### config.mk
export PLATFORM = sky130hd
export DESIGN_NAME = imem
export DESIGN_NICKNAME = d
export VERILOG_FILES = /design/src/rtl/fetch_pkg.sv /design/src/rtl/imem.sv
export SDC_FILE = /design/constraint.sdc
export NUM_CORES = 2
export LEC_CHECK = 0
export ABC_AREA = 1
export BUFFER_PORTS_ARGS = -buffer_cell sky130_fd_sc_hd__buf_2
export CAP_MARGIN = 10
export CORE_ASPECT_RATIO = 0.6
export CORE_MARGIN = 2
export CORE_UTILIZATION = 35
export DETAILED_ROUTE_END_ITERATION = 6
export PLACE_DENSITY_LB_ADDON = 0.2
export SETUP_SLACK_MARGIN = 0.1
export SLEW_MARGIN = 15
export SYNTH_ARGS = -nofsm -noshare
export SYNTH_HDL_FRONTEND = slang
export SYNTH_SLANG_ARGS = --single-unit
### constraint.sdc
create_clock -name clock -period 4.4 [get_ports clock]
set_clock_uncertainty 0.15 [all_clocks]
set_input_delay 0.22 -clock clock [delete_from_list [all_inputs] [get_ports clock]]
set_output_delay 0.22 -clock clock [all_outputs]
set_load 0.005 [all_outputs]
### src/rtl/fetch_pkg.sv
package fetch_pkg;

  ////////////////////
  // widths
  ////////////////////
  localparam int PC_W   = 64;  // address width
  localparam int INST_W = 32;  // one instruction
  localparam int LINE_W = 64;  // one memory line, two instructions

  ////////////////////
  // types
  ////////////////////
  typedef logic [PC_W-1:0]   pc_t;         // instruction address
  typedef logic [INST_W-1:0] inst_t;       // fetched instruction word
  typedef logic [LINE_W-1:0] imem_line_t;  // lower word at pc[2]==0, upper at pc[2]==1

  // 2-bit saturating counter, counts up on taken
  typedef enum logic [1:0] {
    strong_not_taken = 2'b00,
    weak_not_taken   = 2'b01,
    weak_taken       = 2'b10,
    strong_taken     = 2'b11
  } bp_state_t;

  // pc after reset
  localparam pc_t reset_pc = 64'h0;

  ////////////////////
  // helpers
  ////////////////////

  // both upper states predict taken
  function automatic logic bp_predict_taken(input bp_state_t state);
    logic taken;
    taken = (state == weak_taken) || (state == strong_taken);
    return taken;
  endfunction

endpackage

### src/rtl/imem.sv
`timescale 1ns/1ps

module imem import fetch_pkg::*; #(
  parameter int IMEM_LINES = 64  // number of 64-bit lines
) (
  input  logic       clock,
  // load port from the testbench
  input  logic       imem_write_en,
  input  pc_t        imem_write_addr,  // byte address, bits [2:0] ignored
  input  imem_line_t imem_write_data,
  // fetch read port
  input  pc_t        proc2imem_addr,
  output imem_line_t imem2proc_data,
  output logic       imem_valid        // low past the last line
);

  localparam int IDX_W = (IMEM_LINES > 1) ? $clog2(IMEM_LINES) : 1;
  localparam int NUM_W = PC_W - 3;  // line number width
  localparam logic [NUM_W-1:0] LINE_LIMIT = NUM_W'(IMEM_LINES);

  imem_line_t mem [IMEM_LINES];  // line storage

  logic [NUM_W-1:0] rd_line;  // line number of the fetch address
  logic [NUM_W-1:0] wr_line;  // line number of the load address
  logic             wr_ok;

  assign rd_line = proc2imem_addr[PC_W-1:3];
  assign wr_line = imem_write_addr[PC_W-1:3];
  assign wr_ok   = wr_line < LINE_LIMIT;  // out-of-range loads are dropped

  ////////////////////
  // write on clock
  ////////////////////
  always_ff @(posedge clock) begin
    if (imem_write_en && wr_ok) begin
      mem[wr_line[IDX_W-1:0]] <= imem_write_data;
    end
  end

  ////////////////////
  // combinational read
  ////////////////////
  assign imem_valid     = rd_line < LINE_LIMIT;  // stalls fetch past the array
  assign imem2proc_data = imem_valid ? mem[rd_line[IDX_W-1:0]] : '0;

endmodule

==> implementation parameters <==
Parameter                              Value

Outcome
  Status    complete, no violations

Synth
  Post-Synthesis Net Count    13,600
  Number of flops mapped to enable cells by yosys    4,096
  Avg Inst Size Synth    about 12 um2
  Most instantiated flip-flop cell in the synthesis netlist    sky130_fd_sc_hd__edfxtp_1
  Synthesized flop and latch total    4,096
  Fraction of synthesized cell area taken by the top area cell type    74.8%
  Top cells by instance count after synthesis    sky130_fd_sc_hd__nand2_1, sky130_fd_sc_hd__edfxtp_1, sky130_fd_sc_hd__nand3_1
  Number of library cell types mapped by synthesis    24
  Share of the yosys chip area belonging to registers    74.8%
  Number of warnings printed during yosys synthesis    0
  Most common cell in the synthesized netlist    sky130_fd_sc_hd__nand2_1
  Top area cells in the synthesized netlist    sky130_fd_sc_hd__edfxtp_1, sky130_fd_sc_hd__nand3_1, sky130_fd_sc_hd__nand2_1, sky130_fd_sc_hd__buf_2, sky130_fd_sc_hd__buf_6
  Number of standard cells after synthesis    roughly 13,000
  Synthesized area    approximately 0.16 mm2
  Synth area leader    sky130_fd_sc_hd__edfxtp_1
  Share of flip-flops with an asynchronous set or reset after synthesis    0%

Timing
  Final Slew Violations    0
  Max frequency    about 260 MHz
  Final-report setup violation count    0
  Final-report hold violation count    0
  Unrepaired setup endpoints after global routing    false
  Post-route minimum period    3850 ps
  Post-Route Hold Slack    138 ps
  Slew at the pin closest to its max-slew limit    1170 ps
  Tightest slew margin relative to the limit    between 20% and 30%
  Post-route clock period utilization    between 80% and 90%

Clocking
  Clock tree from TritonCTS    done
  Clk slew on worst S/H paths    70 ps
  Clock tree sinks    4,096
  Post-CTS setup buffers    0
  Number of buffers inserted by hold repair at cts    69
  Buffer levels on the longest clock path    4
  Number of H-tree branching levels    5
  Root buffer cell    sky130_fd_sc_hd__clkbuf_16
  Number of buffers created by CTS    371
  Count of instances resized after the clock tree is built    0

Routing
  M1 wire length    roughly 270,000 um
  Post-route DRC    0
  Total wire length    593,000 um
  Highest routing layer actually used    met5
  Met3 routed WL    55,700 um
  Met2 routed wirelength    approximately 250,000 um
  DRT Pass-1 Iters    6
  Detail Route Antenna Nets    0
  Via density    5.45
  Number of DRC markers after the initial detailed-route iteration    16,700
  Average detailed-routed wire length per instance    29.5 um
  Vias after detailed routing    110,000

GRT
  Largest net degree at the start of global routing    164
  Total congestion overflow after global routing    0
  Global-route wire length before repair    between 800,000 and 900,000 um
  Number of global-route vias before repair    about 99,000
  Initial antenna violation count    58
  Combined global-route utilization of all metal layers    about 24%

Pwr
  VDD IR max    between 200 and 300 uV
  Leakage power summed over all cells    64.1 nW
  Power per Cell Area    between 400 and 500 mW/mm2

Placed design
  Instance count after placement with tap cells included    19,400
  Final HPWL DP    roughly 300,000 um
  Port bufs    roughly 250
  Weighted congestion at the end of routability-driven global placement    0.764

Cells and area
  # fillers    44,300
  Share of final-layout standard cells stronger than drive strength 1    8.70%
  Growth of design area from synthesis to finish    13.4%
  Flip-flop count of the largest register after layout    a little over 4,000
  Total Nets Final    between 10,000 and 15,000
  Final non-filler cell total    20,100

Worst setup path
  Data required time at the worst endpoint    just over 4000 ps
  CP Class    reg2out
  Most frequent cell on the critical path    sky130_fd_sc_hd__nand3_1
  CP startpoint kind    register
  Total buffers and inverters traversed by the critical path    1
  Series of cell instances along the critical path    nand2_1 -> nand3_1 -> nand3_1 -> nand3_1 -> nand3_1 -> nand3_1 -> nand2_1 -> nor2_1 -> buf_2
  Master of the slowest instance on the critical path    sky130_fd_sc_hd__nor2_1
  Worst-path fanout max    1
  Delay of the slowest cell on the worst path    890 ps
  Crit. End Element    output port
  Top delay family on crit path    simple AND/OR/NAND/NOR gates
  CP Data Arrival Time    about 3500 ps

Hold path
  Hold wc startpoint    imem_write_addr[16]
  End point of the worst hold path    mem[24][54]
  Hold/Removal Path Class    in2reg
  Depth of the worst hold-timing path    7

Floorplanning
  Overall die width    889 um
  Number of ports placed on the die boundary    about 260
  Placeable Area    0.467 mm2
  Die area    around 0.48 mm2
  Starting density of the core    35.2%
  Number of core rows    roughly 190
  Vertical extent of the die    between 500 and 600 um

Job
  Maximum Capacitance Violations    0
-- placed cells by master (no fill, tap or decap), drive strengths merged --
cell type and count:
a21oi 1, buf 637, bufinv 27, clkbuf 467, clkinv 155, clkinvlp 10
diode 12, dlygate4sd3 69, edfxtp 4096, inv 18, nand2 4177, nand3 3971
nand3b 3, nand4 10, nor2 176, nor3 2, nor4 10, o21ai 2
o22ai 1, or2 2
-- metrics by stage --
step / setup WS, ps / cell area (um2) / total power [W] / util (%) / TNS [ps]
2_1_floorplan: -196 / 164000 / 0.0463 / - / -803700
3_3_place_gp: 717 / 174000 / 0.0484 / 37.3 / 0
3_5_place_dp: 711 / 174000 / 0.0485 / 37.3 / 0
4_1_cts: 552 / 186000 / 0.0804 / 40.0 / 0
5_1_grt: 592 / 187000 / 0.0823 / 40.0 / 0
6_report: 546 / 187000 / 0.0801 / 40.0 / 0
-- final cells by class --
| class | instances | area [um2] | area share [%] |
|---|---|---|---|
| Multi-Input combinational cell | 8355 | 36900 | 19.8 |
| Timing Repair Buffer | 706 | 7130 | 3.82 |
| Antenna cell | 12 | 30.0 | 0.0161 |
| Sequential cell | 4096 | 123000 | 65.9 |
| Tap cell | 6272 | 7850 | 4.21 |
| Clock inverter | 196 | 1630 | 0.875 |
| Inverter | 14 | 106 | 0.0570 |
| Clock buffer | 467 | 9880 | 5.30 |
-- cells by family (layout without fill, tap and decap cells) --
family | count (synthesis) | in the layout | share of synthesized area (%)
flip-flops | 4096 | 4096 | 74.8
AO/OA/AOI/OAI | 4 | 4 | 0.0129
buffers and inverters | 913 | 1383 | 3.05
other | 0 | 12 | 0
AND/OR/NAND/NOR | 8351 | 8351 | 22.1
-- metal layers --
metal	up-vias	global-route usage, %
met1	55400	38.1
met3	766	4.41
met2	5130	34.6
li1	48200	-
met4	18	4.99
met5	-	0
-- report_power, final --
part	switching [W]	leakage, nW	internal [W]	total [W]
registers	0.00000000000000000000644	36.8	0.0429	0.0429
clock network	0.0149	5.63	0.0175	0.0324
logic	0.00364	21.7	0.00120	0.00484
-- how the worst max path moves through the flow --
stage                                   start            endpoint  slack, ps  cells past startpoint
after floorplan           imem_write_addr[13]           mem[0][0]       -200                      6
after CTS                         mem[51][62]  imem2proc_data[62]        550                      9
after global routing              mem[51][62]  imem2proc_data[62]        590                      9
final                             mem[51][62]  imem2proc_data[62]        550                      9
after global placement      proc2imem_addr[4]  imem2proc_data[62]        720                     11
after detailed placement    proc2imem_addr[4]  imem2proc_data[62]        710                     11
-- worst min-delay path, cell delays in order --
cell and delay, ps:
sky130_fd_sc_hd__buf_2 80, sky130_fd_sc_hd__nor4_1 40, sky130_fd_sc_hd__nand3_1 120, sky130_fd_sc_hd__nor2_4 90
sky130_fd_sc_hd__nand4_1 80, sky130_fd_sc_hd__buf_4 280, sky130_fd_sc_hd__nor2_4 130
Note: power is estimated with default switching activity, not from simulation.
