## src/rtl/fetch_pkg.sv

```systemverilog
package fetch_pkg;

  ////////////////////
  // widths
  ////////////////////
  localparam int PC_W   = 64;  // address width
  localparam int INST_W = 32;  // one instruction
  localparam int LINE_W = 64;  // one memory line, two instructions

  ////////////////////
  // types
  ////////////////////
  typedef logic [PC_W-1:0]   pc_t;         // instruction address
  typedef logic [INST_W-1:0] inst_t;       // fetched instruction word
  typedef logic [LINE_W-1:0] imem_line_t;  // lower word at pc[2]==0, upper at pc[2]==1

  // 2-bit saturating counter, counts up on taken
  typedef enum logic [1:0] {
    strong_not_taken = 2'b00,
    weak_not_taken   = 2'b01,
    weak_taken       = 2'b10,
    strong_taken     = 2'b11
  } bp_state_t;

  // pc after reset
  localparam pc_t reset_pc = 64'h0;

  ////////////////////
  // helpers
  ////////////////////

  // both upper states predict taken
  function automatic logic bp_predict_taken(input bp_state_t state);
    logic taken;
    taken = (state == weak_taken) || (state == strong_taken);
    return taken;
  endfunction

endpackage

```

## src/rtl/if_stage.sv

```systemverilog
`timescale 1ns/1ps

module if_stage import fetch_pkg::*; (
  input  logic       clock,
  input  logic       reset,
  // redirect from retirement
  input  logic       co_ret_take_branch,  // one-cycle pulse, beats everything
  input  pc_t        co_ret_target_pc,
  // instruction memory
  input  imem_line_t imem2proc_data,
  input  logic       imem_valid,
  // fetch buffer
  input  logic       buffer_space,
  // predictor
  input  pc_t        bp_npc,
  input  logic       bp_npc_valid,
  // outputs
  output pc_t        proc2imem_addr,
  output pc_t        if_pc,
  output pc_t        if_npc,              // where fetch goes next
  output inst_t      if_inst,
  output logic       if_valid_inst        // accept, buffer takes it as is
);

  pc_t  pc_reg;     // pc being fetched
  pc_t  pc_plus_4;
  pc_t  next_pc;    // sequential or predicted
  logic accept;

  ////////////////////
  // next pc
  ////////////////////
  assign pc_plus_4 = pc_reg + 64'd4;
  assign next_pc   = bp_npc_valid ? bp_npc : pc_plus_4;  // prediction replaces pc+4

  // memory answers, buffer has room and no redirect this cycle
  assign accept = imem_valid && buffer_space && !co_ret_take_branch;

  always_ff @(posedge clock) begin
    if (reset) begin
      pc_reg <= reset_pc;
    end else if (co_ret_take_branch) begin
      pc_reg <= co_ret_target_pc;  // redirect wins over accept
    end else if (accept) begin
      pc_reg <= next_pc;
    end
    // otherwise hold, stalled on memory range or full buffer
  end

  ////////////////////
  // outputs
  ////////////////////
  assign proc2imem_addr = pc_reg;
  assign if_pc          = pc_reg;
  assign if_npc         = next_pc;

  // 64-bit line, pc[2] picks the half
  assign if_inst = pc_reg[2] ? imem2proc_data[63:32] : imem2proc_data[31:0];

  assign if_valid_inst = accept;

endmodule

```

## config.mk

```make
export PLATFORM = sky130hd
export DESIGN_NAME = if_stage
export DESIGN_NICKNAME = d
export VERILOG_FILES = /design/src/rtl/fetch_pkg.sv /design/src/rtl/if_stage.sv
export SDC_FILE = /design/constraint.sdc
export NUM_CORES = 1
export LEC_CHECK = 0
export ABC_AREA = 1
export ABC_CLOCK_PERIOD_IN_PS = 1720
export BUFFER_PORTS_ARGS = -buffer_cell sky130_fd_sc_hd__buf_2
export CAP_MARGIN = 20
export CORE_AREA = 4 4 165 167
export CTS_CLUSTER_DIAMETER = 100
export DETAILED_ROUTE_END_ITERATION = 16
export DIE_AREA = 0 0 169 171
export PLACE_DENSITY_LB_ADDON = 0.12
export SYNTH_ARGS = -nofsm -noshare
export SYNTH_HDL_FRONTEND = slang
export SYNTH_SLANG_ARGS = --single-unit
export TNS_END_PERCENT = 50
```

## constraint.sdc

```tcl
create_clock -name clock -period 1.72 [get_ports clock]
set_input_delay 0.172 -clock clock [delete_from_list [all_inputs] [get_ports clock]]
set_output_delay 0.172 -clock clock [all_outputs]
set_load 0.02 [all_outputs]
```

==> key figures, run 1 <==
Outcome
  • Status: finished with violations
  • Failing checks: setup timing

Route
  • DR iter-0 viols: 437
  • Vias: 10080
  • DRC violations left: 0
  • Drt first pass iters: 5
  • Vias per cell: roughly 4.6
  • Post-route ant nets: 0
  • WL/cell: 17.56 um
  • Final Routed Wirelength: 38260 um

Pwr
  • Final Power: 6.064 mW
  • Pwr per Cell Area: 446.7 nW/um^2
  • Peak supply drop: between 0.0004 and 0.0005 V
  • Leak pwr: 6.882 nW

Yosys
  • Share of the synthesized area in the top cell type: 24.15%
  • Area contributors post-synth: nand2_1 24%, dfxtp_1 19%, nor2_1 7.7%
  • Post-synth EDFFs: 0
  • Mapped Nets: between 1000 and 1500
  • Synth top cells by count: 434 x nand2_1, 138 x nor2_1, 130 x inv_1
  • Top_reg_cell synth: dfxtp_1
  • Post-synth ARST share: 0%
  • Syn. warnings: 0
  • Most common cell in the netlist: nand2_1
  • Cells after Synth: 1251
  • Distinct cells, synth: 29
  • Synth Register Bits: 64
  • Syn_area_per_cell: ~5.4 um^2
  • Syn Std Cell Area: 6745 um^2
  • Sequential area share after synthesis: 18.99%
  • Dominant cell type by area after synthesis: nand2_1

Die
  • Die width: between 150 and 200 um
  • Die height: around 170 um
  • Die area: 28900 um^2
  • Initial Util: 26.18%
  • Area of the core: 25760 um^2
  • Row cnt: 59
  • IO Pins: 423

Finish
  • Max reg flops: between 60 and 70
  • NumNets Final: 2040
  • # diodes: 0
  • Filler cell count: roughly 2600
  • Layout cells sized above 1: 62.69%
  • Area delta synth->final: 101.3%

CTS
  • Clk_lat worst skew: around 350 ps
  • CTS Buffer Depth: 2
  • Reg clk slew, reported paths: 60 ps
  • Cts bufs inserted: 9
  • Clock Sinks: 64
  • Htree depth: 3
  • CTS tree: yes
  • Root buffer cell: clkbuf_16

Worst setup path
  • CP Class: reg2out
  • CP arrival: between 2000 and 2500 ps
  • CP Max Fanout: 4
  • Worst EP required: 1550 ps
  • Worst setup SP type: flop
  • CP endpoint kind: output pin

STA
  • RSZ-0062 raised after global routing: true
  • Final Hold Viols: 0
  • Worst Max-Slew Pin Slew: 409.1 ps
  • Fin. max-slew vios: 0
  • Worst relative slew slack: 72.73%
  • Fin crit share: 134.7%
  • Final min period: ~2300 ps
  • Final setup violation count: 91
  • FMAX: 431.8 MHz
  • Setup TNS: -30070 ps
  • Final worst clock skew: 9.205 ps
  • PnR worst setup slack: -596.0 ps

Job
  • Max Cap Viol: 0

GRT
  • First-pass GRT wire length: roughly 55000 um
  • Gr usage total: 24.37%
  • Gr ovfl total: 0
  • Initial antenna violation count: 1
  • Vias in the first global route: 9866
  • Largest net degree at the start of global routing: 66

Min path
  • Min-delay worst type: in2reg

Placed design
  • PortBufs: 422
  • Post-DP HPWL: 29760 um
  • Gpl congestion: 0.9229
## per-layer routing
layer / global-route usage, % / share of wire, % / routed length [um]
met2: 45.43 / 52 / 19910
met1: 29.19 / 41 / 15510
met3: 4.459 / 5.2 / 2001
met5: 0 / 0.018 / 7
met4: 5.250 / 2.2 / 839
## logic make-up after synthesis
group / after synthesis / share of synthesized area (%)
and+or+nand+nor: 761 / 47.82
buffers and inverters: 247 / 17.40
AOI/OAI and AO/OA: 163 / 13.65
xor gates and xnor gates: 15 / 1.948
adders and majority gates: 1 / 0.1855
DFF: 64 / 18.99
## cell type report
cell class                 instances  area, um^2  share of cell area (%)
multi-input combinational        940        6183                   45.55
timing repair buffer             693        4822                   35.52
sequential                        64        1391                   10.25
inverter                         133       513.0                   3.779
tap                              335       419.2                   3.088
clock buffer                      12       236.5                   1.742
clock inverter                     2       10.01                 0.07373
## power by group
part / total, mW / switching [mW] / internal [mW]
Sequential: 1.70 / 0.121 / 1.58
Clock: 1.67 / 0.709 / 0.956
Combinational: 2.70 / 1.53 / 1.16
Total: 6.06 / 2.37 / 3.70
## repair_timing
action,CTS,global route
hold buffers,0,0
endpoints found under the hold margin,0,0
setup buffers,22,46
setup endpoints to repair,131,137
gates cloned,1,0
pin swaps,65,147
gates resized for setup,326,340
## stage by stage
step	utilization [%]	hold WS [ps]	cell area, um^2	cells	setup slack (ps)
detailed placement	40.55	442.0	10450	2099	-352.7
CTS	46.33	73.06	11940	2135	-573.8
floorplan	-	331.1	6943	1251	-50.63
global route	52.69	98.38	13580	2179	-682.5
finish	52.69	84.83	13580	2179	-596.0
global placement	40.55	446.2	10450	2099	-346.9
## placed cells by master (no fill, tap or decap), types with 12 or more instances in the layout
cell type and instances:
buf_2 361, nand2_1 315, buf_4 233, inv_1 121, buf_6 82, nand2_2 77
nor2_4 63, nand3_1 51, nor2_1 49, nand3_2 42, nand2_4 41, o21ai_0 40
a21oi_1 37, or2_2 34, nor2_2 32, dfxtp_2 31, o21ai_2 19, dfxtp_4 19
a31oi_1 18, and2_4 17, buf_12 15, dfxtp_1 14, a21oi_2 12, nand3_4 12
nand4_1 12
## critical path: stages (launching register included)
cell and delay, ps:
dfxtp_4 360, ha_4 160, nand2_4 50, nor2_4 220
buf_6 150, nand3_4 110, nor2_4 210, buf_6 140
xor2_2 160, o21ai_2 80, buf_6 150
## path summary, 6_finish.rpt
| check | startpoint | to | slack [ps] | cells past startpoint |
|---|---|---|---|---|
| setup / recovery | if_pc[3] | if_npc[20] | -600 | 10 |
| hold / removal | co_ret_target_pc[6] | if_pc[6] | 80 | 3 |
| setup reg to reg | if_pc[3] | if_pc[18] | -490 | 17 |
| hold reg to reg | if_pc[1] | if_pc[1] | 510 | 2 |
Power figures use the tool's default switching activity.
==> run 2, diff against run 1 <==
--- a/config.mk
+++ b/config.mk
@@ -9,10 +9,13 @@
 export ABC_CLOCK_PERIOD_IN_PS = 1720
 export BUFFER_PORTS_ARGS = -buffer_cell sky130_fd_sc_hd__buf_2
 export CAP_MARGIN = 20
-export CORE_AREA = 4 4 165 167
+export CELL_PAD_IN_SITES_DETAIL_PLACEMENT = 1
+export CELL_PAD_IN_SITES_GLOBAL_PLACEMENT = 2
+export CORE_ASPECT_RATIO = 1.25
+export CORE_MARGIN = 4
+export CORE_UTILIZATION = 18
 export CTS_CLUSTER_DIAMETER = 100
 export DETAILED_ROUTE_END_ITERATION = 16
-export DIE_AREA = 0 0 169 171
 export PLACE_DENSITY_LB_ADDON = 0.12
 export SYNTH_ARGS = -nofsm -noshare
 export SYNTH_HDL_FRONTEND = slang
==> key figures, run 2 (synthesis results as in run 1) <==
Pwr
  • Peak supply drop: 0.0004101 V
  • Leak pwr: 6.822 nW
  • Pwr per Cell Area: 458.0 nW/um^2

STA
  • Fin crit share: 132.0%
  • PnR worst setup slack: -549.6 ps
  • Final min period: 2270 ps
  • RSZ-0062 raised after global routing: true
  • Setup TNS: -29000 ps
  • Final Hold Viols: 0
  • Worst Max-Slew Pin Slew: 463.4 ps
  • Fin. max-slew vios: 0
  • Worst relative slew slack: 69.11%
  • FMAX: 440.6 MHz
  • Final setup violation count: 103
  • Final worst clock skew: roughly 15 ps

CTS
  • Reg clk slew, reported paths: about 70 ps
  • CTS Buffer Depth: 2
  • Cts bufs inserted: 9
  • Clk_lat worst skew: 360 ps
  • Clock Sinks: between 60 and 70
  • Root buffer cell: clkbuf_16
  • Htree depth: 3
  • CTS tree: yes

Outcome
  • Failing checks: setup timing
  • Status: finished with violations

Die
  • Die area: slightly above 40000 um^2
  • Area of the core: 37170 um^2
  • Die width: 181.1 um
  • IO Pins: 423
  • Die height: 224.4 um
  • Initial Util: 18.15%
  • Row cnt: 79

GRT
  • Largest net degree at the start of global routing: 65
  • First-pass GRT wire length: 65480 um
  • Grt met2 use: 40.38%
  • Vias in the first global route: 11040
  • Gr usage total: 20.82%
  • Global Route met1 Usage: a little under a quarter
  • Top Usage Layer GRT: met2
  • Initial antenna violation count: 3
  • Met3 usage: under 10%
  • Gr ovfl total: 0

Finish
  • NumNets Final: slightly above 2000
  • Commonest non-fill, non-tap cell in the layout: buf_2
  • Max reg flops: 64
  • Final design utilization: 37.62%
  • Filler cell count: 4743
  • Layout cells sized above 1: 64.23%
  • Area delta synth->final: 107.3%
  • Commonest cells after routing, fill and taps aside: 361 x buf_2, 314 x nand2_1, 213 x buf_4

Route
  • Vias: 10180
  • DR iter-0 viols: 251
  • DRC violations left: 0
  • Drt first pass iters: 4
  • WL/cell: 19.02 um
  • Final Routed Wirelength: roughly 44000 um
  • Vias per cell: 4.365
  • Post-route ant nets: 0

Job
  • Max Cap Viol: 0

Worst setup path
  • Worst EP required: 1550 ps
  • CP Max Fanout: 4
  • CP Class: reg2out
  • CP arrival: approximately 2100 ps
  • Reg-to-reg setup timing slack: -330 ps
  • CP endpoint kind: output pin
  • Worst setup SP type: flop

Placed design
  • Gpl congestion: 0.8991
  • Post-DP HPWL: 35980 um
  • Pre-CTS WS: -466.0 ps
  • PortBufs: approximately 420

Min path
  • Min-delay worst type: in2reg
run 2: cell count changes in the layout (fill, tap and decap cells not counted), sizes merged:
cell | before | now
buf | 693 | 691
bufbuf | 0 | 1
clkinv | 4 | 5
clkbuf | 12 | 13
diode | 0 | 1
run 2: cell type report:
type | instances | area [um^2] | area share, %
multi-input combinational | 940 | 6306 | 45.10
tap | 486 | 608.1 | 4.349
clock buffer | 13 | 271.5 | 1.942
timing repair buffer | 692 | 4861 | 34.77
inverter | 133 | 515.5 | 3.687
antenna | 1 | 2.502 | 0.01790
clock inverter | 3 | 15.01 | 0.1074
sequential | 64 | 1401 | 10.02
run 2: power by group:
| group | internal, mW | switching (mW) |
|---|---|---|
| clock | 1.10 | 0.801 |
| sequential | 1.58 | 0.121 |
| combinational | 1.20 | 1.61 |
run 2: metrics by stage:
stage	std cells	total power [mW]	hold slack, ps	area, um^2
final	2332	6.403	82.74	13980
after global routing	2331	6.779	94.90	13980
after CTS	2316	6.316	69.63	12810
after detailed placement	2265	4.091	448.9	10760
after global placement	2265	4.074	444.4	10760
after floorplan	1251	3.041	331.1	6943
run 2: what timing repair did:
| action | in CTS | in global routing |
|---|---|---|
| gates cloned | 1 | 0 |
| hold buffers | 0 | 0 |
| setup endpoints to repair | 142 | 147 |
| setup buffers | 37 | 29 |
| pin swaps | 97 | 111 |
| resized for setup | 438 | 273 |
run 2: path summary, 6_finish.rpt:
check / startpoint / end / depth (start not counted)
max: if_pc[2] / if_npc[40] / 11
min: co_ret_target_pc[14] / if_pc[14] / 3
max reg2reg: if_pc[3] / if_pc[21] / 14
min reg2reg: if_pc[0] / if_pc[0] / 2
run 2: layer usage:
layer	vias up	routed length, um
li1	5049	-
met2	307	23920
met1	4774	16890
met4	4	1054
met5	-	21
met3	45	2476
run 2: critical path: stages (launching register included):
cell     delay, ps
dfxtp_4        370
ha_4           150
nand2_4         50
nor2_4         130
buf_6          120
nand3_4        110
buf_6          150
nor2_4         140
nand4_1        140
nand3_2        120
and2_4         140
buf_6          100
==> run 3, diff against run 2 <==
--- a/config.mk
+++ b/config.mk
@@ -5,7 +5,7 @@
 export SDC_FILE = /design/constraint.sdc
 export NUM_CORES = 1
 export LEC_CHECK = 0
-export ABC_AREA = 1
+export ABC_AREA = 0
 export ABC_CLOCK_PERIOD_IN_PS = 1720
 export BUFFER_PORTS_ARGS = -buffer_cell sky130_fd_sc_hd__buf_2
 export CAP_MARGIN = 20
@@ -13,7 +13,8 @@
 export CELL_PAD_IN_SITES_GLOBAL_PLACEMENT = 2
 export CORE_ASPECT_RATIO = 1.25
 export CORE_MARGIN = 4
-export CORE_UTILIZATION = 18
+export CORE_UTILIZATION = 19
+export CTS_BUF_LIST = sky130_fd_sc_hd__clkbuf_16
 export CTS_CLUSTER_DIAMETER = 100
 export DETAILED_ROUTE_END_ITERATION = 16
 export PLACE_DENSITY_LB_ADDON = 0.12
==> key figures, run 3 <==
CTS
  • Reg clk slew, reported paths: roughly 60 ps
  • Cts bufs inserted: 9
  • # hold bufs at CTS: 0
  • Clock Sinks: 64
  • Root buffer cell: clkbuf_16
  • Htree depth: 3
  • CTS Buffer Depth: 2
  • Clk_lat worst skew: 360 ps
  • CTS tree: yes

Route
  • Vias: 9400
  • Metal-1 WL: 16890 um
  • DR WL met3: 3036 um
  • Final Routed Wirelength: 43560 um
  • Wire length on met2: 22970 um
  • WL/cell: 22.36 um
  • Post-route ant nets: 0
  • Vias per cell: between 4 and 5
  • Top Layer Used: met5
  • DRC violations left: 0
  • Drt first pass iters: 4
  • DR iter-0 viols: 301

Worst setup path
  • Worst EP required: 1550 ps
  • CP cell instances: buf_12 -> nand4_4 -> nor4_4 -> nand4_1 -> nor4_2 -> buf_4 -> xor2_4 -> mux2_4 -> buf_6
  • Reg2reg start: if_pc[3]
  • R2r endpoint: if_pc[63]
  • Slowest cell on crit path: dfxtp_4
  • CP arrival: 2460 ps
  • CP endpoint kind: output pin
  • CP Max Fanout: 3
  • CP Class: reg2out
  • R2r worst-path depth: 12
  • Worst path buffer plus inverter count: 3
  • Reg-to-reg setup timing slack: -720 ps
  • CP max stage delay: roughly 380 ps
  • Delay-heaviest family, CP: simple AND/OR/NAND/NOR gates
  • Worst setup SP type: flop

STA
  • Fin. max-slew vios: 0
  • Final Hold Viols: 0
  • Final setup violation count: 149
  • FMAX: 379.7 MHz
  • Final min period: about 2600 ps
  • Worst Max-Slew Pin Slew: 490.9 ps
  • PnR worst setup slack: -913.8 ps
  • Fin crit share: 153.1%
  • Final worst clock skew: 8.645 ps
  • Worst relative slew slack: 67.24%
  • RSZ-0062 raised after global routing: true

Finish
  • Area delta synth->final: 102.3%
  • Multi-input logic area: roughly 5700 um^2
  • Commonest cells after routing, fill and taps aside: 357 x buf_2, 232 x buf_4, 119 x nand2_1
  • Layout cells sized above 1: 66.89%
  • Storage cell area: ~1400 um^2
  • NumNets Final: 1716
  • Final design utilization: 39.11%
  • Non-Filler Cell Area, Final: about 13000 um^2
  • Post-route insts no fill: 1948
  • Max reg flops: 64
  • Filler cell count: 4066
  • Commonest non-fill, non-tap cell in the layout: buf_2

Yosys
  • Syn. warnings: 0
  • Adder-Cell Fraction of Synth Area: 0.1921%
  • Sequential area share after synthesis: 19.67%
  • Compound-Gate Fraction of Synth Area: around 22%
  • Distinct cells, synth: 64
  • XOR/XNOR Fraction of Synth Area: 6.321%
  • Largest family of logic cells by synthesized area: simple AND/OR/NAND/NOR gates
  • Cells after Synth: a little over 900
  • Synth Area in Simple Gates: 28.41%
  • Synth Register Bits: between 60 and 70
  • Dominant cell type by area after synthesis: dfxtp_1
  • Share of the synthesized area in the top cell type: about a fifth
  • Synth top cells by count: 127 x nand2_1, 65 x nor2_1, 64 x buf_4, 64 x dfxtp_1, 64 x o21ai_0
  • Mux contribution to synthesized area: 10.22%
  • Top_reg_cell synth: dfxtp_1
  • Most common cell in the netlist: nand2_1
  • Syn Std Cell Area: 6512 um^2
  • Mapped Nets: 1120
  • Area contributors post-synth: dfxtp_1 20%, mux2_2 7.6%, buf_4 7.4%
  • Post-synth EDFFs: 0
  • Post-synth ARST share: 0%
  • Syn_area_per_cell: approximately 7.1 um^2

GRT
  • Gr ovfl total: 0
  • Largest net degree at the start of global routing: 38
  • Vias in the first global route: 10200
  • First-pass GRT wire length: 65030 um
  • Initial antenna violation count: 13
  • Gr usage total: 22.59%

Die
  • Initial Util: 19.33%
  • Die area: 37320 um^2
  • Die height: 215.0 um
  • Die width: 173.6 um
  • IO Pins: 423
  • Area of the core: roughly 34000 um^2
  • Row cnt: 75

Placed design
  • Placed cell area: ~11000 um^2
  • Dpl cells: 1847
  • Gpl congestion: slightly above 0.8
  • PortBufs: 422
  • Post-DP HPWL: about 35000 um
  • Pre-CTS WS: -738.5 ps

Min path
  • Min-delay worst type: in2reg
  • WHS Path Cells: 3
  • Min-delay src: co_ret_target_pc[17]
  • End point of the worst hold path: if_pc[17]

Pwr
  • Clk pwr share: between 20% and 30%
  • Final Power: 6.885 mW
  • Peak supply drop: 0.0004466 V
  • Switch share: 38.62%
  • Leak pwr: 6.271 nW
  • Net Switching: between 2 and 3 mW
  • Pwr per Cell Area: about 520 nW/um^2
  • Combinational share of power: 45.9%
  • Internal power: 4.226 mW
  • Sequential share of power: 24.9%

Outcome
  • Status: finished with violations
  • Failing checks: setup timing

Job
  • Max Cap Viol: 0
==> run 3: cell types whose count changed in the layout (fill, tap and decap cells not counted), sizes merged, moves of 33 or more <==
| cell | previous run | this run |
|---|---|---|
| nand2 | 439 | 127 |
| mux2 | 0 | 44 |
| nor2 | 144 | 65 |
| nand3 | 105 | 41 |
| inv | 131 | 33 |
| or2 | 35 | 2 |
| xnor2 | 0 | 34 |
==> run 3: cell type report <==
class | instances | area share, %
clock inverter | 7 | 0.6077
tap | 423 | 4.017
multi-input combinational | 689 | 42.99
clock buffer | 9 | 1.709
antenna | 3 | 0.05697
inverter | 31 | 0.8831
sequential | 64 | 10.41
timing repair buffer | 722 | 39.33
==> run 3: logic make-up (layout without fill, tap and decap cells) <==
| family | count (synthesis) | after routing |
|---|---|---|
| buffers and inverters | 168 | 769 |
| and+or+nand+nor | 370 | 370 |
| DFF | 64 | 64 |
| muxes | 61 | 61 |
| xor gates and xnor gates | 47 | 47 |
| other | 0 | 3 |
| AOI/OAI and AO/OA | 210 | 210 |
| adders and majority gates | 1 | 1 |
==> run 3: repair_timing <==
item / CTS / global route
gates resized for setup: 317 / 60
setup buffers: 74 / 26
pin swaps: 85 / 55
setup endpoints to repair: 149 / 151
==> run 3: how the worst max path moves through the flow <==
stage | start | to | cells after the start
after global placement | if_pc[11] | if_npc[60] | 8
after floorplan | if_pc[17] | if_npc[39] | 6
final | if_pc[6] | if_npc[60] | 9
after detailed placement | if_pc[11] | if_npc[60] | 8
after global routing | if_pc[2] | if_npc[58] | 10
after CTS | if_pc[10] | if_npc[60] | 8
==> run 3: power groups by stage <==
stage | Combinational, mW | Clock, mW | Sequential (mW)
floorplan | 1.39 | 0 | 1.93
global placement | 2.77 | 0 | 1.74
detailed placement | 2.78 | 0 | 1.75
CTS | 3.14 | 2.06 | 1.71
global route | 3.40 | 2.12 | 1.73
finish | 3.16 | 2.01 | 1.71
==> run 3: tightest hold or removal path: cells and delay by family <==
kind,cells,cell delay [ps]
AND/OR/NAND/NOR,1,70
buffers and inverters,1,70
AO/OA/AOI/OAI,1,60
==> run 3: metrics by stage <==
step / setup TNS, ps / hold slack, ps
after global placement: -35580 / 423.5
after global routing: -82020 / 60.37
after CTS: -69820 / 45.26
after floorplan: -28480 / 306.2
final: -65650 / 56.66
after detailed placement: -38110 / 423.3
==> run 3: per-layer routing <==
layer	vias up	global-route usage [%]
met5	-	0
met4	12	4.304
met3	45	6.239
met2	324	42.76
met1	4529	25.33
li1	4490	-
