<file path="config.mk">
export PLATFORM = sky130hd
export DESIGN_NAME = fetch_buffer
export DESIGN_NICKNAME = d
export VERILOG_FILES = /design/src/rtl/fetch_pkg.sv /design/src/rtl/fetch_buffer.sv
export SDC_FILE = /design/constraint.sdc
export NUM_CORES = 1
export LEC_CHECK = 0
export BUFFER_PORTS_ARGS = -buffer_cell sky130_fd_sc_hd__buf_4
export CORE_UTILIZATION = 57
export DETAILED_ROUTE_END_ITERATION = 7
export PLACE_DENSITY = 0.82
export SLEW_MARGIN = 20
export SYNTH_ARGS = -nofsm -noshare
export SYNTH_HDL_FRONTEND = slang
export SYNTH_SLANG_ARGS = --single-unit
export TNS_END_PERCENT = 20
</file>
<file path="constraint.sdc">
create_clock -name clock -period 5.35 [get_ports clock]
set_input_delay 0.535 -clock clock [delete_from_list [all_inputs] [get_ports clock]]
set_output_delay 0.535 -clock clock [all_outputs]
set_load 0.01 [all_outputs]
</file>
<file path="src/rtl/fetch_pkg.sv">
package fetch_pkg;

  ////////////////////
  // widths
  ////////////////////
  localparam int PC_W   = 64;  // address width
  localparam int INST_W = 32;  // one instruction
  localparam int LINE_W = 64;  // one memory line, two instructions

  ////////////////////
  // types
  ////////////////////
  typedef logic [PC_W-1:0]   pc_t;         // instruction address
  typedef logic [INST_W-1:0] inst_t;       // fetched instruction word
  typedef logic [LINE_W-1:0] imem_line_t;  // lower word at pc[2]==0, upper at pc[2]==1

  // 2-bit saturating counter, counts up on taken
  typedef enum logic [1:0] {
    strong_not_taken = 2'b00,
    weak_not_taken   = 2'b01,
    weak_taken       = 2'b10,
    strong_taken     = 2'b11
  } bp_state_t;

  // pc after reset
  localparam pc_t reset_pc = 64'h0;

  ////////////////////
  // helpers
  ////////////////////

  // both upper states predict taken
  function automatic logic bp_predict_taken(input bp_state_t state);
    logic taken;
    taken = (state == weak_taken) || (state == strong_taken);
    return taken;
  endfunction

endpackage

</file>
<file path="src/rtl/fetch_buffer.sv">
`timescale 1ns/1ps

module fetch_buffer import fetch_pkg::*; #(
  parameter int FB_DEPTH = 4  // entries
) (
  input  logic  clock,
  input  logic  reset,
  input  logic  flush,           // redirect, drops all entries
  // from fetch
  input  logic  if_valid_inst,
  input  pc_t   if_pc,
  input  pc_t   if_npc,
  input  inst_t if_inst,
  output logic  buffer_space,    // not full
  // toward dispatch
  input  logic  dispatch_ready,
  output logic  dispatch_valid,
  output inst_t dispatch_inst,
  output pc_t   dispatch_pc,
  output pc_t   dispatch_npc
);

  localparam int PTR_W = (FB_DEPTH > 1) ? $clog2(FB_DEPTH) : 1;
  localparam int CNT_W = $clog2(FB_DEPTH + 1);

  inst_t inst_q [FB_DEPTH];  // payload, no reset
  pc_t   pc_q   [FB_DEPTH];
  pc_t   npc_q  [FB_DEPTH];

  logic [PTR_W-1:0] head;   // oldest entry
  logic [PTR_W-1:0] tail;   // next free slot
  logic [CNT_W-1:0] count;
  logic             push;
  logic             pop;

  // wrap for any depth, not only powers of two
  function automatic logic [PTR_W-1:0] ptr_next(input logic [PTR_W-1:0] p);
    return (p == PTR_W'(FB_DEPTH - 1)) ? '0 : p + 1'b1;
  endfunction

  assign push = if_valid_inst;                   // already gated on space
  assign pop  = dispatch_valid && dispatch_ready;

  ////////////////////
  // pointers and count
  ////////////////////
  always_ff @(posedge clock) begin
    if (reset || flush) begin
      head  <= '0;
      tail  <= '0;
      count <= '0;
    end else begin
      if (push) tail <= ptr_next(tail);
      if (pop)  head <= ptr_next(head);
      case ({push, pop})
        2'b10:   count <= count + 1'b1;
        2'b01:   count <= count - 1'b1;
        default: count <= count;           // both or neither
      endcase
    end
  end

  // storage
  always_ff @(posedge clock) begin
    if (push) begin
      inst_q[tail] <= if_inst;
      pc_q[tail]   <= if_pc;
      npc_q[tail]  <= if_npc;
    end
  end

  ////////////////////
  // outputs
  ////////////////////
  assign buffer_space   = count != CNT_W'(FB_DEPTH);
  assign dispatch_valid = count != '0;
  assign dispatch_inst  = inst_q[head];
  assign dispatch_pc    = pc_q[head];
  assign dispatch_npc   = npc_q[head];

endmodule

</file>
==> results of run 1 <==
[kinds of logic after synthesis]
kind of cell | after synthesis | synth area share (%)
fa+ha+maj | 7 | 0.404
flops | 649 | 82.5
compound gates | 6 | 0.138
xor+xnor | 2 | 0.0745
mux | 162 | 15.4
simple gates | 17 | 0.378
buf+inv | 44 | 1.15
[metrics by stage]
| step | std cells | instance area, µm² | hold WS (ns) | total power [W] | util [%] |
|---|---|---|---|---|---|
| floorplan | 887 | 23500 | 0.463 | 0.00610 | - |
| detailed placement | 1720 | 26600 | 0.484 | 0.00642 | 65.3 |
| global placement | 1720 | 26600 | 0.471 | 0.00640 | 65.3 |
| global route | 1834 | 28600 | 0.138 | 0.0109 | 70.3 |
| finish | 1836 | 28600 | 0.163 | 0.0106 | 70.3 |
| CTS | 1833 | 28600 | 0.130 | 0.0107 | 70.3 |
[synthesized netlist by cell type (2+ instances only)]
| cell | count | area [µm²] |
|---|---|---|
| edfxtp_1 | 640 | 19200 |
| mux4_2 | 160 | 3600 |
| buf_2 | 19 | 95.1 |
| buf_6 | 11 | 124 |
| dfxtp_1 | 9 | 180 |
| clkbuf_1 | 7 | 26.3 |
| inv_1 | 7 | 26.3 |
| ha_1 | 6 | 75.1 |
| nor2_1 | 6 | 22.5 |
| a21oi_1 | 4 | 20.0 |
| and2_1 | 4 | 25.0 |
| or3_1 | 3 | 18.8 |
| mux2i_1 | 2 | 20.0 |
| xor2_1 | 2 | 17.5 |
[layout make-up]
class                           count  share of cell area [%]
Clock inverter                     27                   0.712
Clock buffer                       86                    6.40
Inverter                            7                  0.0918
Timing Repair Buffer              338                    9.17
Multi-Input combinational cell    194                    13.5
Tap cell                          532                    2.32
Sequential cell                   649                    67.8
Antenna cell                        3                  0.0262
[power breakdown]
group	switching (W)	internal [W]	leakage [nW]
sequential	0.0000311	0.00572	5.95
combinational	0.000275	0.000292	2.59
clock	0.00174	0.00255	0.996
total	0.00205	0.00856	9.54
[cells in the final DEF, fill, tap and decap left out]
master      netlist  layout
diode_2           0       3
ha_1              6       6
clkinv_2          0       8
o21ai_0           1       1
dfxtp_4           0       2
mux2i_1           2       2
and2_4            0       4
clkbuf_16         0      71
buf_4             0     331
dfxtp_1           9       7
mux4_2          160     160
nand2_1           1       1
or2_2             1       1
nand3_1           1       1
clkinvlp_4        0       1
edfxtp_1        640     640
clkbuf_1          7      15
bufinv_16         0       3
clkinv_4          0       1
inv_1             7       7
nor3b_1           1       1
or3_1             3       3
fa_1              1       1
inv_6             0       1
o31ai_1           1       1
clkinv_1          0      13
nor2_1            6       6
xor2_1            2       2
a21oi_1           4       4
buf_12            0       7
[layer usage]
| layer | up-vias | global-route usage [%] | share of wire, % |
|---|---|---|---|
| met5 | - | 0 | 0.024 |
| met4 | 2 | 6.14 | 2.1 |
| met3 | 72 | 7.45 | 9.7 |
| met2 | 435 | 34.9 | 50 |
| met1 | 5507 | 28.6 | 38 |
| li1 | 4576 | - | - |
[flip-flops by register name, indices dropped and copies added, names as in the netlist, named ones only]
| name | count |
|---|---|
| inst_q | 128 |
| count | 3 |
| npc_q | 256 |
| pc_q | 256 |
| tail | 2 |
| head | 2 |
[worst max-delay path by stage]
stage	from	endpoint	cells past startpoint
after global placement	flop	dispatch_npc[25]	3
after floorplan	tail[0]	inst_q[0][0]	3
after detailed placement	flop	dispatch_npc[27]	3
after CTS	flop	dispatch_npc[61]	3
after global routing	flop	dispatch_npc[61]	3
final	flop	dispatch_npc[61]	3
[worst max-delay path, cell delays in order (launching register included)]
cell	delay, ns
dfxtp_4	0.91
buf_4	0.58
mux4_2	0.43
buf_4	0.17
==> summary.md, run 1 <==
| Metric | Value |
|---|---|
| Status | finished clean |
| R2R depth | 3 |
| # rows | 74 |
| Starting density of the core | 57.8% |
| Fmax | 305 MHz |
| Number of I/O port buffers | ~330 |
| Critical hold path startpoint | if_pc[32] |
| Synth Net Count | 1059 |
| Die footprint | 42100 µm² |
| Slew @ Worst Pin | around 0.95 ns |
| # hold bufs at CTS | 0 |
| Clk slew on worst S/H paths | 0.06 ns |
| Gr ovfl total | 0 |
| Total CTS buffers | 66 |
| Chip width | a little over 200 µm |
| RR Startpoint | tail[0] |
| Initial antenna violation count | 4 |
| Ratio of final minimum period to clock period | between 60% and 70% |
| Max Buffers Root-to-Sink | 3 |
| Initial DRT Pass Iterations | 5 |
| DRT Wirelength | between 40000 and 50000 µm |
| Seq/Total Area, Yosys | 82.5% |
| Pre-CTS setup slack | roughly 2.7 ns |
| Gates resized, CTS repair | 0 |
| Largest net degree at the start of global routing | 87 |
| Nets | between 1000 and 1500 |
| Vias in the first global route | between 10000 and 15000 |
| Hold path endpoint | pc_q[3][32] |
| CTS Root Cell | clkbuf_16 |
| Final hold violations | 0 |
| Worst hold path class | in -> reg |
| Fillers | around 2300 |
| Fraction of final layout cells sized beyond drive strength 1 | a little under half |
| CP Capture Type | output port |
| Avg Vias per Cell | 5.77 |
| Worst VDD drop | ~300 µV |
| Worst skew pair latency | about 0.56 ns |
| Post-route setup slack | approximately 2.1 ns |
| Post-route DRC violation count | 0 |
| Synthesized area | 23500 µm² |
| Maxcap violations | 0 |
| Leak | approximately 9.5 nW |
| Synth Flop Type | edfxtp_1 |
| Post CTS Setup Buffer Count | 0 |
| CP startpoint kind | flop |
| Post-synth EDFFs | 640 |
| Cell depth of the worst min-delay path | 1 |
| RSZ-0062 raised after global routing | no |
| Yosys reg bits | roughly 650 |
| Worst-path fanout max | 58 |
| Slew headroom | 36.4% |
| Setup violations, final | 0 |
| Syn_area_per_cell | about 27 µm² |
| Starting DRC count in detailed routing | about 840 |
| H-tree depth | 3 |
| Worst reg-to-reg setup slack | between 3 and 4 ns |
| Detailed Place HPWL | around 27000 µm |
| Gp weighted congestion | 0.738 |
| Final Critical Period | 3.28 ns |
| Routed length per instance | around 25 µm |
| Yosys warns | 0 |
| Routed Antenna Nets | 0 |
| # IOs | between 300 and 400 |
| Pwr Density | around 370 nW/µm² |
| Reg2reg end | npc_q[3][1] |
| Synth async-reset ratio | 0% |
| Final Skew | 0.0156 ns |
| Mapped Cells | slightly below 900 |
| Fin Setup TNS | 0 ns |
| Via count | about 11000 |
| Layout Area Growth over Synthesis | 21.7% |
| Post-synthesis cell type count | 21 |
| Multi-input logic area | roughly 3900 µm² |
| Sink Count | 649 |
| First-pass GRT wire length | 66200 µm |
| Class of the most critical setup path | reg -> out |
| CORE AREA | 40700 µm² |
| Max Transition Viols Final | 0 |
| Register area | between 15000 and 20000 µm² |
| Worst EP arrival | roughly 2.7 ns |
| Die Y | between 200 and 250 µm |
| Clock tree from TritonCTS | yes |
| Gr usage total | ~22% |
| Critical path required time | about 4.8 ns |
No activity file was read; power rests on OpenSTA's default activity.
==> run 2: changes to the inputs <==
- CORE_UTILIZATION: 57 -> 51
- PLACE_DENSITY: 0.82 -> 0.78
- clock period: 5.35 -> 2.9 ns (I/O delays scaled with it)
==> run 2 against run 1 <==
Net effect:
- power increased by 84%
- via count increased by 9.3%
- combinational power increased by 130%
- highest routed layer unchanged
==> summary.md, run 2 (synthesized netlist as in run 1, its figures left out) <==
| Metric | Value |
|---|---|
| Commonest cells after routing, fill and taps aside | edfxtp_1 (640), buf_4 (353), dlygate4sd3_1 (161) (was edfxtp_1 (640), buf_4 (331), mux4_2 (160)) |
| Status | finished clean (unchanged) |
| Post-route DRC violation count | 0 (unchanged) |
| Fin Hold WS | 0.0566 ns (was 0.163 ns) |
| Gr usage total | 21.1% (was 21.8%) |
| Final Skew | 0.00872 ns (was 0.0156 ns) |
| Layout Area Growth over Synthesis | 30.2% (was 21.7%) |
| Slowest CP cell | dfxtp_4 (unchanged) |
| Setup violations, final | 0 (unchanged) |
| Setup crit end | dispatch_inst[7] (was dispatch_npc[61]) |
| Sequential power share | 54.2% (about the same) |
| R2R depth | 8 (was 3) |
| Worst EP arrival | 2.27 ns (was 2.74 ns) |
| First-pass GRT wire length | 73100 µm (was 66200 µm) |
| H-tree depth | 2 (was 3) |
| RSZ-0062 raised after global routing | no (unchanged) |
| Chip width | 217 µm (was 205 µm) |
| Critical-path cell list | buf_4 -> mux4_2 -> buf_4 (unchanged) |
| Cell mode on critical path | buf_4 (unchanged) |
| Number of I/O port buffers | 326 (unchanged) |
| Initial DRT Pass Iterations | 5 (unchanged) |
| Max Transition Viols Final | 0 (unchanged) |
| Worst hold path class | in -> reg (unchanged) |
| Pwr Density | 639 nW/µm² (was 371 nW/µm²) |
| Die Y | 217 µm (was 205 µm) |
| # rows | 78 (was 74) |
| Biggest regs | npc_q x256, pc_q x256, inst_q x128 (unchanged) |
| CTS Root Cell | clkbuf_16 (unchanged) |
| Routed length per instance | 23.7 µm (was 24.9 µm) |
| Die footprint | 47000 µm² (was 42100 µm²) |
| Worst VDD drop | 621 µV (was 307 µV) |
| Overall Power | 0.0196 W (was 0.0106 W) |
| Initial antenna violation count | 2 (was 4) |
| DRT Wirelength | 49700 µm (was 45700 µm) |
| Fraction of final layout cells sized beyond drive strength 1 | 41.8% (was 45.3%) |
| Max Buffers Root-to-Sink | 3 (unchanged) |
| Placed cell count | 1822 (was 1720) |
| CP max stage delay | 0.71 ns (was 0.91 ns) |
| # IOs | 327 (unchanged) |
| Slew @ Worst Pin | 0.703 ns (was 0.954 ns) |
| Clk slew on worst S/H paths | 0.06 ns (about the same) |
| Avg Vias per Cell | 5.52 (was 5.77) |
| Final hold violations | 0 (unchanged) |
| Slew headroom | 53.1% (was 36.4%) |
| Reg2reg end | count[2] (was npc_q[3][1]) |
| Switching power | 0.00392 W (was 0.00205 W) |
| Largest net degree at the start of global routing | 53 (was 87) |
| Critical path required time | 2.61 ns (was 4.82 ns) |
| Starting DRC count in detailed routing | 789 (was 843) |
| Clock tree from TritonCTS | yes (unchanged) |
| Worst-path fanout max | 32 (was 58) |
| Vias in the first global route | 12416 (was 10958) |
| RR Startpoint | count[0] (was tail[0]) |
| Switching Share | 20.0% (was 19.3%) |
| Worst reg-to-reg setup slack | 0.87 ns (was 3.10 ns) |
| Via count | 11573 (was 10592) |
| Layout Cell Area excl Fill | 30600 µm² (was 28600 µm²) |
| Worst skew pair latency | 0.61 ns (was 0.56 ns) |
| Final non-filler cell total | 2095 (was 1836) |
| Gp weighted congestion | 0.738 (unchanged) |
| Starting density of the core | 51.7% (was 57.8%) |
| P_int | 0.0157 W (was 0.00856 W) |
| Maxcap violations | 0 (unchanged) |
| Combinational share of power | 6.5% (was 5.4%) |
| Nets | 1618 (was 1428) |
| Commonest non-fill, non-tap cell in the layout | edfxtp_1 (unchanged) |
| Ratio of final minimum period to clock period | 88.4% |
| Clock group share of total power | 39.3% (was 40.5%) |
| Sink Count | 649 (unchanged) |
| Class of the most critical setup path | reg -> out (unchanged) |
| Post CTS Setup Buffer Count | 0 (unchanged) |
| Total CTS buffers | 61 (was 66) |
| Placed Area | 27100 µm² (was 26600 µm²) |
| Fmax | between 300 and 400 MHz |
| CORE AREA | 45500 µm² (was 40700 µm²) |
| Fillers | 2743 (was 2337) |
| Leak | 10.4 nW (was 9.54 nW) |
| CP startpoint kind | flop (unchanged) |
| Detailed Place HPWL | 28700 µm (was 26700 µm) |
| Final Critical Period | 2.56 ns |
| Routed Antenna Nets | 0 (unchanged) |
| CP Capture Type | output port (unchanged) |
| Gr ovfl total | 0 (unchanged) |
| Fin Setup TNS | 0 ns (unchanged) |
==> run 2: cell count changes in the layout (fill, tap and decap cells not counted) <==
cell	change
clkbuf_16	-8
clkinv_2	+2
buf_12	+12
diode_2	-2
clkbuf_1	-1
clkinvlp_4	+3
bufinv_16	+2
dlygate4sd3_1	+161
clkinv_4	+1
buf_4	+22
clkinv_1	-1
==> run 2: worst min path at each step <==
| stage | cells after the start | startpoint | endpoint |
|---|---|---|---|
| floorplan | 0 | if_inst[0] | inst_q[0][0] |
| global route | 3 | flush | count[1] |
| detailed placement | 2 | head[0] | flop |
| CTS | 3 | reset | count[2] |
| global placement | 2 | head[0] | flop |
| finish | 3 | reset | count[1] |
==> run 2: metrics by stage <==
step           setup WS [ns]  util (%)
6_report               0.338      67.3
5_1_grt                0.223      67.3
4_1_cts                0.222      67.3
3_5_place_dp           0.901      59.5
3_3_place_gp           0.933      59.5
2_1_floorplan        -0.0472         -
==> run 2: repair_timing <==
item                                   in CTS  in global routing
setup endpoints to repair                   0                  0
endpoints found under the hold margin     641                  0
resized for setup                           0                  0
hold buffers                              161                  0
==> run 2: layout make-up <==
cell class,count,area [µm²],share of cell area [%]
inverter,7,26.3,0.0858
sequential,649,19400,63.4
antenna,1,2.50,0.00817
multi-input combinational,194,3870,12.6
tap,600,751,2.45
clock inverter,34,302,0.985
timing repair buffer,533,4640,15.2
clock buffer,77,1630,5.32
==> run 2: power by group through the flow <==
stage	Sequential (W)	Combinational, W	Clock, W
2_1_floorplan	0.0108	0.000437	0
3_3_place_gp	0.0108	0.00106	0
3_5_place_dp	0.0108	0.00109	0
4_1_cts	0.0106	0.00129	0.00780
5_1_grt	0.0106	0.00136	0.00815
6_report	0.0106	0.00128	0.00768
==> run 2: worst max-delay path, delay by kind of cell, from the launching register on <==
family | cells | cell delay [ns]
buf+inv | 2 | 0.55
flops | 1 | 0.71
mux | 1 | 0.38
==> run 2: metal layers <==
metal	GRT usage (%)	vias up	routed length, µm
met5	0	-	10
li1	-	4946	-
met2	36.3	491	26000
met4	7.18	2	1430
met3	5.55	97	3720
met1	26.0	6037	18500
==> run 3: changes to the inputs <==
- CORE_MARGIN: not set -> 4
==> run 3 against run 2 <==
Net effect:
- worst setup slack worse by 0.099 ns
- combinational power about the same
- global-route usage down 1.4 points
- critical path type unchanged
- core utilization down 0.30 points
- hold slack better by 0.018 ns
- non-clock buffer count down 15
- sequential share of layout area up 0.28 points
- flip-flop and latch count unchanged
- clock-buffer cell count up 1
- largest power group unchanged
- clock power about the same
- clock skew up 0.0063 ns
==> summary.md, run 3 (synthesized netlist as in run 1, its figures left out) <==
| Metric | Value |
|---|---|
| Avg Vias per Cell | 5.48 (was 5.52) |
| Gp weighted congestion | 0.742 (was 0.738) |
| Layout Utilization | 67.0% (was 67.3%) |
| First-pass GRT wire length | 74900 µm (was 73100 µm) |
| Class of the most critical setup path | reg -> out (unchanged) |
| Gr usage total | 19.7% (was 21.1%) |
| Pwr Density | 641 nW/µm² (was 639 nW/µm²) |
| Commonest non-fill, non-tap cell in the layout | edfxtp_1 (unchanged) |
| Clock tree from TritonCTS | yes (unchanged) |
| Max Buffers Root-to-Sink | 3 (unchanged) |
| Final Skew | 0.0150 ns (was 0.00872 ns) |
| Sink Count | 649 (unchanged) |
| Largest net degree at the start of global routing | 82 (was 53) |
| Maxcap violations | 0 (unchanged) |
| Worst reg-to-reg setup slack | 0.84 ns (was 0.87 ns) |
| CTS Root Cell | clkbuf_16 (unchanged) |
| Fmax | 376 MHz (was 390 MHz) |
| Worst VDD drop | 511 µV (was 621 µV) |
| Number of I/O port buffers | 326 (unchanged) |
| Routed Antenna Nets | 0 (unchanged) |
| Detailed Place HPWL | 29200 µm (was 28700 µm) |
| # IOs | 327 (unchanged) |
| Layout Area Growth over Synthesis | 29.6% (was 30.2%) |
| Placed cell count | 1807 (was 1822) |
| Initial antenna violation count | 6 (was 2) |
| Status | finished clean (unchanged) |
| Starting DRC count in detailed routing | 910 (was 789) |
| Slew headroom | 59.6% (was 53.1%) |
| Post-route setup slack | 0.238 ns (was 0.338 ns) |
| CP startpoint kind | flop (unchanged) |
| Critical path required time | 2.61 ns (about the same) |
| Initial DRT Pass Iterations | 5 (unchanged) |
| Starting density of the core | 51.7% (unchanged) |
| Slew @ Worst Pin | 0.600 ns (was 0.703 ns) |
| Final Critical Period | 2.66 ns (was 2.56 ns) |
| Clk slew on worst S/H paths | 0.06 ns (about the same) |
| Gr ovfl total | 0 (unchanged) |
| Fin Setup TNS | 0 ns (unchanged) |
| CP Capture Type | output port (unchanged) |
| Setup violations, final | 0 (unchanged) |
| Final hold violations | 0 (unchanged) |
| Worst skew pair latency | 0.61 ns (about the same) |
| Vias in the first global route | 12276 (was 12416) |
| Biggest regs | npc_q x256, pc_q x256, inst_q x128 (unchanged) |
| Fin Hold WS | 0.0747 ns (was 0.0566 ns) |
| Worst hold path class | in -> reg (unchanged) |
| DRT Wirelength | 48900 µm (was 49700 µm) |
| RSZ-0062 raised after global routing | no (unchanged) |
| Fillers | 2782 (was 2743) |
| Routed length per instance | 23.5 µm (was 23.7 µm) |
| Final non-filler cell total | 2083 (was 2095) |
| Nets | 1603 (was 1618) |
| Fraction of final layout cells sized beyond drive strength 1 | 40.7% (was 41.8%) |
| Gates resized, CTS repair | 0 (unchanged) |
| Die Y | 223 µm (was 217 µm) |
| Via count | 11420 (was 11573) |
| Leak | 10.3 nW (was 10.4 nW) |
| Die footprint | 49600 µm² (was 47000 µm²) |
| Max Transition Viols Final | 0 (unchanged) |
| CORE AREA | 45500 µm² (unchanged) |
| Worst-path fanout max | 34 (was 32) |
| Commonest cells after routing, fill and taps aside | edfxtp_1 (640), buf_4 (341), dlygate4sd3_1 (161) (was edfxtp_1 (640), buf_4 (353), dlygate4sd3_1 (161)) |
| Post-route DRC violation count | 0 (unchanged) |
| Pre-CTS setup slack | 0.808 ns (was 0.901 ns) |
| Chip width | 223 µm (was 217 µm) |
| Total CTS buffers | 61 (unchanged) |
| Ratio of final minimum period to clock period | 91.8% (was 88.4%) |
| Worst EP arrival | 2.37 ns (was 2.27 ns) |
| H-tree depth | 2 (unchanged) |
| # rows | 78 (unchanged) |
run 3: changes by cell type in the layout (fill, tap and decap cells not counted), sizes merged:
cell | previous run | this run
buf | 372 | 357
bufinv | 5 | 6
clkbuf | 77 | 78
clkinvlp | 4 | 3
diode | 1 | 3
run 3: timing repair:
action / in CTS / in global routing
hold endpoints to repair: 641 / 0
setup buffers: 0 / 0
hold buffers: 161 / 0
run 3: area by class of cell:
cell class / count / area [µm²] / area share (%)
tap: 600 / 751 / 2.46
multi-input combinational: 194 / 3870 / 12.7
inverter: 7 / 26.3 / 0.0862
sequential: 649 / 19400 / 63.6
timing repair buffer: 518 / 4490 / 14.7
antenna: 3 / 7.51 / 0.0246
clock inverter: 34 / 308 / 1.01
clock buffer: 78 / 1630 / 5.36
run 3: per-stage QoR:
step	total power (W)	cell area (µm²)
after floorplan	0.0112	23500
after global placement	0.0118	26900
after detailed placement	0.0119	26900
after CTS	0.0197	30500
after global routing	0.0203	30500
final	0.0195	30500
run 3: power by group:
part | leakage, nW | switching [W] | internal (W) | total, W
logic | 3.40 | 0.000564 | 0.000694 | 0.00126
clock network | 0.933 | 0.00320 | 0.00448 | 0.00768
registers | 5.95 | 0.0000598 | 0.0105 | 0.0106
total | 10.3 | 0.00382 | 0.0157 | 0.0195
run 3: final timing paths:
check	startpoint	endpoint	cells after the start
worst max-delay path	flop	dispatch_pc[58]	3
worst min-delay path	reset	tail[0]	3
worst max register to register	count[1]	count[2]	8
worst min register to register	head[0]	flop	2
run 3: per-layer routing:
| layer | vias to the layer above | share of wire, % | GRT usage [%] |
|---|---|---|---|
| li1 | 4928 | - | - |
| met1 | 5976 | 39 | 26.4 |
| met2 | 435 | 51 | 32.7 |
| met3 | 75 | 7.1 | 5.01 |
| met4 | 6 | 2.5 | 5.75 |
| met5 | - | 0.084 | 0 |
run 3: critical path, cell delays in order, from the launching register on:
cell and delay, ns:
dfxtp_4 0.64, buf_12 0.33, mux4_2 0.57, buf_4 0.16
